`src/common/game_pkg.sv`:
```
`default_nettype none

package game_pkg;

    // Player state as sampled from the game logic.
    // Positions are in screen pixels, the rest are small counters and flags.
    typedef struct packed {
        logic [11:0] x;
        logic [11:0] y;
        logic [3:0]  hp;
        logic [3:0]  aggro;
        logic        flip_h;
        logic [1:0]  char_class;
    } player_state_t;

    // Boss state.
    // Boss hp is wider than the player's, up to 127.
    typedef struct packed {
        logic [11:0] x;
        logic [11:0] y;
        logic [6:0]  hp;
    } boss_state_t;

    // Whole game state seen by the link.
    // The encoder compares this as one vector against its snapshot.
    typedef struct packed {
        player_state_t player;
        boss_state_t   boss;
    } game_state_t;

endpackage

`default_nettype wire

```
`src/common/link_pkg.sv`:
```
`default_nettype none

package link_pkg;

    // One byte on the serial line.
    typedef logic [7:0] link_byte_t;

    // Position of a byte within a frame.
    typedef logic [3:0] frame_idx_t;

    localparam int FRAME_LEN = 15;

    // Frame tags, ASCII "D" and "B".
    localparam link_byte_t PLAYER_TAG = 8'h44;
    localparam link_byte_t BOSS_TAG   = 8'h42;

    // Byte positions in a frame.
    localparam frame_idx_t IDX_TAG_P   = 4'd0;
    localparam frame_idx_t IDX_PX_LO   = 4'd1;
    localparam frame_idx_t IDX_PX_HI   = 4'd2;
    localparam frame_idx_t IDX_PY_LO   = 4'd3;
    localparam frame_idx_t IDX_PY_HI   = 4'd4;
    localparam frame_idx_t IDX_P_HP    = 4'd5;
    localparam frame_idx_t IDX_P_AGGRO = 4'd6;
    localparam frame_idx_t IDX_P_FLIP  = 4'd7;
    localparam frame_idx_t IDX_P_CLASS = 4'd8;
    localparam frame_idx_t IDX_TAG_B   = 4'd9;
    localparam frame_idx_t IDX_BX_LO   = 4'd10;
    localparam frame_idx_t IDX_BX_HI   = 4'd11;
    localparam frame_idx_t IDX_BY_LO   = 4'd12;
    localparam frame_idx_t IDX_BY_HI   = 4'd13;
    localparam frame_idx_t IDX_B_HP    = 4'd14;

endpackage

`default_nettype wire

```
`src/encoder/state_encoder.sv`:
```
`timescale 1ns/1ps
`default_nettype none

module state_encoder
    import game_pkg::*, link_pkg::*;
(
    input  logic        clk,
    input  logic        rst,
    input  game_state_t state,
    input  logic        full,
    output link_byte_t  wr_data,
    output logic        wr
);

    typedef enum logic {
        IDLE,
        SENDING
    } enc_state_t;

    enc_state_t  enc_state;
    game_state_t snap;
    frame_idx_t  idx;
    logic        changed;
    logic        last_byte;

    assign changed   = (state != snap);
    assign last_byte = (idx == frame_idx_t'(FRAME_LEN - 1));

    // One byte per cycle while there is room in the FIFO.
    assign wr = (enc_state == SENDING) && !full;

    // Frame bytes come from the snapshot only, never from the live state.
    always_comb begin
        case (idx)
            IDX_TAG_P:   wr_data = PLAYER_TAG;
            IDX_PX_LO:   wr_data = snap.player.x[7:0];
            IDX_PX_HI:   wr_data = {4'd0, snap.player.x[11:8]};
            IDX_PY_LO:   wr_data = snap.player.y[7:0];
            IDX_PY_HI:   wr_data = {4'd0, snap.player.y[11:8]};
            IDX_P_HP:    wr_data = {4'd0, snap.player.hp};
            IDX_P_AGGRO: wr_data = {4'd0, snap.player.aggro};
            IDX_P_FLIP:  wr_data = {7'd0, snap.player.flip_h};
            IDX_P_CLASS: wr_data = {6'd0, snap.player.char_class};
            IDX_TAG_B:   wr_data = BOSS_TAG;
            IDX_BX_LO:   wr_data = snap.boss.x[7:0];
            IDX_BX_HI:   wr_data = {4'd0, snap.boss.x[11:8]};
            IDX_BY_LO:   wr_data = snap.boss.y[7:0];
            IDX_BY_HI:   wr_data = {4'd0, snap.boss.y[11:8]};
            IDX_B_HP:    wr_data = {1'b0, snap.boss.hp};
            default:     wr_data = 8'h00;
        endcase
    end

    always_ff @(posedge clk or posedge rst) begin
        if (rst) begin
            enc_state <= IDLE;
            snap      <= '0;
            idx       <= '0;
        end else begin
            case (enc_state)
                IDLE: begin
                    if (changed) begin
                        snap      <= state;
                        idx       <= '0;
                        enc_state <= SENDING;
                    end
                end
                SENDING: begin
                    // Hold the index while the FIFO is full.
                    if (!full) begin
                        if (last_byte) begin
                            idx       <= '0;
                            enc_state <= IDLE;
                        end else begin
                            idx <= idx + 4'd1;
                        end
                    end
                end
                default: enc_state <= IDLE;
            endcase
        end
    end

    a_idx_in_range : assert property (
        @(posedge clk) disable iff (rst) idx < frame_idx_t'(FRAME_LEN)
    ) else $error("frame index out of range");

endmodule

`default_nettype wire

```
`src/rtl/game_link_top.sv`:
```
`timescale 1ns/1ps
`default_nettype none

module game_link_top
    import game_pkg::*, link_pkg::*;
#(
    parameter int CLKS_PER_BIT = 868,
    parameter int FIFO_DEPTH   = 16
) (
    input  logic        clk,
    input  logic        rst,
    input  game_state_t state,
    output logic        txd
);

    link_byte_t wr_data;
    logic       wr;
    logic       full;
    link_byte_t rd_data;
    logic       rd;
    logic       empty;

    state_encoder u_encoder (
        .clk     (clk),
        .rst     (rst),
        .state   (state),
        .full    (full),
        .wr_data (wr_data),
        .wr      (wr)
    );

    tx_fifo #(
        .FIFO_DEPTH (FIFO_DEPTH)
    ) u_fifo (
        .clk     (clk),
        .rst     (rst),
        .wr      (wr),
        .wr_data (wr_data),
        .full    (full),
        .rd      (rd),
        .rd_data (rd_data),
        .empty   (empty)
    );

    uart_tx #(
        .CLKS_PER_BIT (CLKS_PER_BIT)
    ) u_uart_tx (
        .clk     (clk),
        .rst     (rst),
        .empty   (empty),
        .rd_data (rd_data),
        .rd      (rd),
        .txd     (txd)
    );

endmodule

`default_nettype wire

```
`src/uart_tx/tx_fifo.sv`:
```
`timescale 1ns/1ps
`default_nettype none

module tx_fifo
    import link_pkg::*;
#(
    parameter int FIFO_DEPTH = 16
) (
    input  logic       clk,
    input  logic       rst,
    input  logic       wr,
    input  link_byte_t wr_data,
    output logic       full,
    input  logic       rd,
    output link_byte_t rd_data,
    output logic       empty
);

    localparam int AW = $clog2(FIFO_DEPTH);

    link_byte_t   mem [FIFO_DEPTH];
    logic [AW:0]  wr_ptr;
    logic [AW:0]  rd_ptr;

    // Pointers carry one extra wrap bit to tell full from empty.
    assign empty = (wr_ptr == rd_ptr);
    assign full  = (wr_ptr[AW] != rd_ptr[AW]) &&
                   (wr_ptr[AW-1:0] == rd_ptr[AW-1:0]);

    // Show-ahead: the head byte is always on rd_data.
    assign rd_data = mem[rd_ptr[AW-1:0]];

    always_ff @(posedge clk) begin
        if (wr) begin
            mem[wr_ptr[AW-1:0]] <= wr_data;
        end
    end

    always_ff @(posedge clk or posedge rst) begin
        if (rst) begin
            wr_ptr <= '0;
            rd_ptr <= '0;
        end else begin
            if (wr) begin
                wr_ptr <= wr_ptr + 1'b1;
            end
            if (rd) begin
                rd_ptr <= rd_ptr + 1'b1;
            end
        end
    end

    a_no_overflow : assert property (
        @(posedge clk) disable iff (rst) wr |-> !full
    ) else $error("FIFO write while full");

    a_no_underflow : assert property (
        @(posedge clk) disable iff (rst) rd |-> !empty
    ) else $error("FIFO read while empty");

endmodule

`default_nettype wire

```
`src/uart_tx/uart_tx.sv`:
```
`timescale 1ns/1ps
`default_nettype none

module uart_tx
    import link_pkg::*;
#(
    parameter int CLKS_PER_BIT = 868
) (
    input  logic       clk,
    input  logic       rst,
    input  logic       empty,
    input  link_byte_t rd_data,
    output logic       rd,
    output logic       txd
);

    localparam int CNT_W = (CLKS_PER_BIT > 1) ? $clog2(CLKS_PER_BIT) : 1;

    typedef enum logic [1:0] {
        IDLE,
        START,
        DATA,
        STOP
    } tx_state_t;

    tx_state_t        tx_state;
    logic [CNT_W-1:0] clk_cnt;
    logic [2:0]       bit_cnt;
    link_byte_t       shreg;
    logic             bit_end;

    assign bit_end = (clk_cnt == CNT_W'(CLKS_PER_BIT - 1));

    // Take the head byte as soon as the line is free.
    assign rd = (tx_state == IDLE) && !empty;

    // Shift register, LSB goes out first.
    always_ff @(posedge clk) begin
        if (rd) begin
            shreg <= rd_data;
        end else if (tx_state == DATA && bit_end) begin
            shreg <= shreg >> 1;
        end
    end

    always_ff @(posedge clk or posedge rst) begin
        if (rst) begin
            tx_state <= IDLE;
            clk_cnt  <= '0;
            bit_cnt  <= '0;
            txd      <= 1'b1;
        end else begin
            clk_cnt <= bit_end ? '0 : clk_cnt + 1'b1;
            case (tx_state)
                IDLE: begin
                    clk_cnt <= '0;
                    if (!empty) begin
                        tx_state <= START;
                        txd      <= 1'b0;
                    end
                end
                START: begin
                    if (bit_end) begin
                        tx_state <= DATA;
                        bit_cnt  <= '0;
                        txd      <= shreg[0];
                    end
                end
                DATA: begin
                    if (bit_end) begin
                        if (bit_cnt == 3'd7) begin
                            tx_state <= STOP;
                            txd      <= 1'b1;
                        end else begin
                            bit_cnt <= bit_cnt + 3'd1;
                            txd     <= shreg[1];
                        end
                    end
                end
                STOP: begin
                    if (bit_end) begin
                        tx_state <= IDLE;
                    end
                end
                default: tx_state <= IDLE;
            endcase
        end
    end

    a_idle_line_high : assert property (
        @(posedge clk) disable iff (rst) (tx_state == IDLE) |-> txd
    ) else $error("txd low while transmitter idle");

endmodule

`default_nettype wire
```
`config.mk`:
```
export PLATFORM = sky130hd
export DESIGN_NAME = game_link_top
export DESIGN_NICKNAME = d
export VERILOG_FILES = /design/src/common/game_pkg.sv /design/src/common/link_pkg.sv /design/src/encoder/state_encoder.sv /design/src/rtl/game_link_top.sv /design/src/uart_tx/tx_fifo.sv /design/src/uart_tx/uart_tx.sv
export SDC_FILE = /design/constraint.sdc
export NUM_CORES = 1
export LEC_CHECK = 0
export BUFFER_PORTS_ARGS = -buffer_cell sky130_fd_sc_hd__buf_2
export CORE_MARGIN = 2
export CORE_UTILIZATION = 55
export CTS_BUF_LIST = sky130_fd_sc_hd__clkbuf_8
export CTS_CLUSTER_DIAMETER = 60
export DETAILED_ROUTE_END_ITERATION = 7
export PLACE_DENSITY = 0.72
export SLEW_MARGIN = 20
export SYNTH_ARGS = -nofsm -noshare
export SYNTH_HDL_FRONTEND = slang
export SYNTH_SLANG_ARGS = --single-unit
```
`constraint.sdc`:
```
create_clock -name clk -period 3.3 [get_ports clk]
set_input_delay 0.165 -clock clk [delete_from_list [all_inputs] [get_ports clk]]
set_output_delay 0.165 -clock clk [all_outputs]
set_load 0.02 [all_outputs]
```
=== After elaboration in Yosys (flattened, before gate mapping) ===
Memories as Yosys holds them, arrays and structs flattened.
Cells that the tools add are included.

* Register bits after elaboration: 105
* Memory bits (writable): 128
* Bits of input ports: 68
* Memories: 1

{| class="wikitable"
|+ Memories
! memory !! words !! width !! rd ports !! clocked after memory_dff !! write ports !! RTL line !! text
|-
| u_fifo.mem || 16 || 8 || 1 || 0 || 1 || tx_fifo.sv:21 || <nowiki>link_byte_t mem [FIFO_DEPTH];</nowiki>
|}

* Add/subtract/negate cells: 5
* Eq/ne operators: 31
* Mux-type cells: 30
* Bitwise operators: 1
* Reduce and logical (&&, ||, !) cells: 16

{| class="wikitable"
|+ Operators by type and width
! operator !! number
|-
| $pmux 8 s15 || 1
|-
| $ne 66x66->1 || 1
|-
| $eq 4x4->1 const B || 7
|-
| $mux 10 || 2
|-
| $eq 4x3->1 const B || 4
|-
| $mux 8 || 2
|-
| $mux 4 || 3
|-
| $add 10x1->10 const B || 1
|-
| $add 5x1->5 const B || 2
|-
| $eq 10x10->1 const B || 1
|-
| $mux 2 || 5
|-
| $mux 1 || 9
|-
| $mux 3 || 3
|-
| $eq 4x2->1 const B || 2
|-
| $ne 2x1->1 const B || 4
|-
| $ne 2x2->1 const B || 4
|-
| $pmux 2 s4 || 1
|-
| $pmux 4 s2 || 1
|-
| $reduce_and 4->1 || 2
|-
| $pmux 3 s2 || 1
|-
| $eq 5x5->1 || 1
|-
| $reduce_and 5->1 || 1
|-
| $add 4x1->4 const B || 1
|-
| $eq 2x2->1 const B || 2
|-
| 16 further kinds || 22
|}

=== Longest topological paths before layout ===
* Depth in word-level cells: 6
* Mapped depth: 9
* Depth with buffers taken out: 6

=== Hierarchy ===
Synthesis repeated with hierarchy kept, for this count alone.

* Cells, all modules: 761
* Area total of the unflattened synthesis: 11133.2 um2

{| class="wikitable"
|+ Modules (own cells, without submodules)
! module !! instances !! cells each !! area an instance (um2) !! sequential area each (um2)
|-
| tx_fifo || 1 || 282 || 5595.4 || 4093.9
|-
| state_encoder || 1 || 367 || 4272.8 || 1776.7
|-
| uart_tx || 1 || 112 || 1265.0 || 641.9
|}

=== Worst setup path after synthesis ===
OpenSTA, ideal clock, no wires.

* Path type: reg2reg
* Start: register u_fifo.rd_ptr[0]
* End: memory u_fifo.mem[0][0] (netlist bit), enable pin
* Setup time: 0.383 ns
* Arrival: 2.141 ns
* Required time: 2.917 ns
* Setup slack: 0.775 ns
* Stages on the path, launching flop included: 9
* Clock period less this slack: 2.525 ns
* Cells stage by stage: dfrtp_1 -> buf_4 -> buf_4 -> xnor2_1 -> nand4_1 -> o21a_1 -> clkbuf_1 -> nand2_1 -> nor3_1

* Cells in the longest elaborated chain, start to end: 6

{| class="wikitable"
|+ RTL lines
! what !! RTL line !! text
|-
| from (decl) || tx_fifo.sv:23 || <nowiki>logic [AW:0] rd_ptr;</nowiki>
|-
| from (signal assigned) || tx_fifo.sv:48 || <nowiki>rd_ptr <= rd_ptr + 1'b1;</nowiki>
|-
| $eq 4x4->1 || tx_fifo.sv:28 || <nowiki>(wr_ptr[AW-1:0] == rd_ptr[AW-1:0]);</nowiki>
|-
| $logic_and 1x1->1 || tx_fifo.sv:27 || <nowiki>assign full = (wr_ptr[AW] != rd_ptr[AW]) &&</nowiki>
|-
| $logic_not 1->1 || state_encoder.sv:30 || <nowiki>assign wr = (enc_state == SENDING) && !full;</nowiki>
|-
| $logic_and 1x1->1 || state_encoder.sv:30 ||
|-
| $mux 1 || tx_fifo.sv:34 || <nowiki>if (wr) begin</nowiki>
|-
| $mux 1 (not written as such) || tx_fifo.sv:35 || <nowiki>mem[wr_ptr[AW-1:0]] <= wr_data;</nowiki>
|-
| to (decl) || tx_fifo.sv:21 ||
|}

No other way between the ends.

=== Worst setup path after layout ===
* Start: register u_encoder.idx[2]
* End: memory u_fifo.mem[1][0] (netlist bit) (data pin)

* Cells in the longest elaborated chain, start to end: 2

{| class="wikitable"
|+ RTL lines
! what !! RTL line !! text
|-
| from (decl) || state_encoder.sv:22 || <nowiki>frame_idx_t idx;</nowiki>
|-
| from (signal assigned) || state_encoder.sv:75 || <nowiki>idx <= idx + 4'd1;</nowiki>
|-
| $eq 4x4->1 (tied with other cells) || state_encoder.sv:34 || <nowiki>case (idx)</nowiki>
|-
| $pmux 8 s15 (*) || state_encoder.sv:34 ||
|-
| net u_encoder.wr_data[0] || state_encoder.sv:11 || <nowiki>output link_byte_t wr_data,</nowiki>
|}

The timed path passes the listed nets; every way through them passes the cells marked *.

==> summary.txt <==
Die
  – Core area: 19330 um^2
  – Die Y: approximately 140 um
  – # rows: between 50 and 60
  – Initial Util: 0.5578
  – DIE AREA: approximately 21000 um^2
  – Die width: approximately 140 um
  – I/O Pins: 69

Synth
  – Syn Area/Cell: around 15 um^2
  – Post-Syn Area: around 11000 um^2
  – Top cells by area, synth: edfxtp_1, dfrtp_1, mux4_2, mux2_2, xor2_1
  – Post-synthesis sequential area ratio: 0.6038
  – Synthesized flop and latch total: 233
  – Share of flip-flops with an asynchronous set or reset: 0.4163
  – Post-synth cell types: 56
  – Most used DFF post-synth: edfxtp_1
  – Yosys warns: 0
  – Yosys top cell area share: 0.3787
  – Mapped Cells: approximately 720
  – Post-synth EDFFs: around 140
  – Syn Nets: roughly 800
  – Synth area leader: edfxtp_1

Setup path
  – R2R cell count: 7
  – Crit path required time: around 3700 ps
  – Startpoint Class: flop
  – Setup crit end kind: flop
  – Crit path kind: flop to flop
  – Critical path data arrival time: 2980 ps
  – Reg-to-reg setup timing slack: about 670 ps
  – Crit-path max FO: 20

STA
  – Slew at the pin with the worst max-slew slack: ~900 ps
  – Post-route minimum period: between 2000 and 3000 ps
  – Endpoints failing setup: 0
  – Slew headroom: 0.3985
  – Setup TNS: 0 ps
  – RSZ-0062 raised after global routing: false
  – Max Clk Rate: ~0.38 GHz
  – Max-slew violations: 0
  – Clock skew after layout: between 10 and 15 ps
  – Tcrit/Tclk final: 0.7970
  – Fin. Hold Viols: 0

Place
  – Final GP Congestion: approximately 0.86
  – Detailed Place HPWL: 16330 um
  – Port-buffer cells: between 60 and 70
  – Placed Cells: roughly 1100

Run
  – Max-cap violations: 0

Clock network
  – Worst skew pair latency: between 500 and 600 ps
  – Clk pin slew, worst setup/hold paths: around 60 ps
  – Clk sinks: 233
  – Max clock buf depth: 3
  – CTS tree: built
  – Number of CTS-inserted buffers: 39
  – Root buffer cell: clkbuf_8
  – H-Tree Depth: 2

Routing
  – WL/cell: 20.66 um
  – Final WL: 24590 um
  – First drt pass iteration count: 5
  – Final ANT Viol Nets: 0
  – Via count of the routed design: about 6800
  – Vias per cell: 5.750
  – Residual DRC: 0
  – Initial DRC count: 755

Cells and area
  – Area Growth Syn to Fin: 20.25%
  – Total Nets Final: roughly 1000
  – Commonest non-fill, non-tap cells in the layout: edfxtp_1, dfrtp_1, xor2_1
  – Number of diodes: 0
  – Final core utilization: 0.6708
  – Layout cells sized above 1: 0.3059
  – Leading cell type in the layout, fill and taps excluded: edfxtp_1
  – Final std cells w/o fill: 1190

Global route
  – Vias in the first global route: about 7000
  – Initial antenna violation count: 0
  – First-pass GRT wire length: a little under 40000 um
  – Largest net degree at the start of global routing: 43
  – GRT Overall Usage: 0.2495
  – Grt ovf: 0

Pwr
  – PD cells: between 400 and 500 nW/um^2
  – LEAKAGE: slightly above 5 nW
  – Max VDD drop: around 0.35 mV
  – Power Total: approximately 5.8 mW

Hold path
  – Worst Hold Class: primary input to asynchronous set/reset pin

Status
  – Status: finished, final reports clean
-- worst paths after layout --
path,from,end
min in group clk,state[14],u_encoder.snap[14]$_DFFE_PP0P_
setup reg to reg,u_encoder.idx[2]$_DFFE_PP0P_,u_fifo.mem[1][0]$_DFFE_PP_
hold / removal,rst,u_encoder.snap[65]$_DFFE_PP0P_
setup / recovery,u_encoder.idx[2]$_DFFE_PP0P_,u_fifo.mem[1][0]$_DFFE_PP_
max in group asynchronous,rst,u_encoder.snap[9]$_DFFE_PP0P_
hold reg to reg,u_uart_tx.clk_cnt[0]$_DFF_PP0_,u_uart_tx.clk_cnt[0]$_DFF_PP0_
-- synthesized netlist by cell type (all sizes together) (4+ instances only) --
library cell	instances
nand2b	4
edfxtp	136
mux2	78
clkbuf	19
a22o	9
ha	13
nor3	6
inv	15
nand4	8
nor2	38
xnor2	17
a21oi	10
nand3	14
nor4	17
o22ai	4
o21ai	19
a31oi	4
dfrtp	96
buf	16
xor2	69
nor2b	6
nand2	30
mux4	41
mux2i	8
a32oi	8
-- kinds of logic after synthesis --
family	synth area share
flip-flops	0.6038
AND/OR/NAND/NOR	0.06311
multiplexers	0.1807
XOR/XNOR	0.06984
AO/OA/AOI/OAI	0.04640
buffers and inverters	0.02100
adder cells (fa/ha/maj)	0.01508
-- layer usage --
metal	global-route usage	up-vias	part of all wire
met2	0.4088	254	0.51
met3	0.04272	59	0.054
met5	0	-	0
met1	0.3417	3461	0.41
li1	-	3069	-
met4	0.08772	0	0.027
-- repair_timing --
| action | in CTS | in global routing |
|---|---|---|
| hold buffers | 67 | 0 |
| hold endpoints to repair | 105 | 0 |
| gates resized for setup | 0 | 0 |
| endpoints found under the setup margin | 0 | 0 |
| setup buffers | 0 | 0 |
-- layout make-up --
class	instances	area, um^2
Sequential cell	233	6514
Fill cell	1311	6365
Multi-Input combinational cell	433	4054
Timing Repair Buffer	173	1309
Clock buffer	42	578.1
Tap cell	265	331.6
Clock inverter	29	125.1
Inverter	15	58.81
-- stage by stage --
step / area, um^2 / setup WS (ps) / hold WS [ps]
6_report: 12970 / 669.8 / 247.1
5_1_grt: 12970 / 536.5 / 284.7
4_1_cts: 12970 / 753.1 / 244.0
3_5_place_dp: 11600 / 772.9 / 255.6
3_3_place_gp: 11600 / 788.7 / 245.8
2_1_floorplan: 10790 / 602.9 / 313.0
-- registers in the layout (all words and copies together) (netlist names) --
signal,flops
u_fifo.mem,128
u_encoder.snap,66
u_uart_tx.clk_cnt,10
u_uart_tx.shreg,8
u_fifo.rd_ptr,5
u_fifo.wr_ptr,5
u_encoder.idx,4
u_uart_tx.bit_cnt,3
u_uart_tx.tx_state,2
u_encoder.enc_state,1
u_uart_tx.txd,1
-- power breakdown --
group	internal (mW)	switching, mW	total (mW)
clock network	1.18	1.12	2.30
logic	0.169	0.136	0.305
registers	3.12	0.0524	3.17
total	4.46	1.31	5.77
-- critical path, cell delays in order, from the launching register on --
cell and delay [ps]:
dfrtp_1 820, inv_1 270, nor2_1 440, a21oi_1 140
o22ai_1 230, a222oi_1 140, o21ai_0 140, buf_4 250
(Power assumes the default switching activity.)
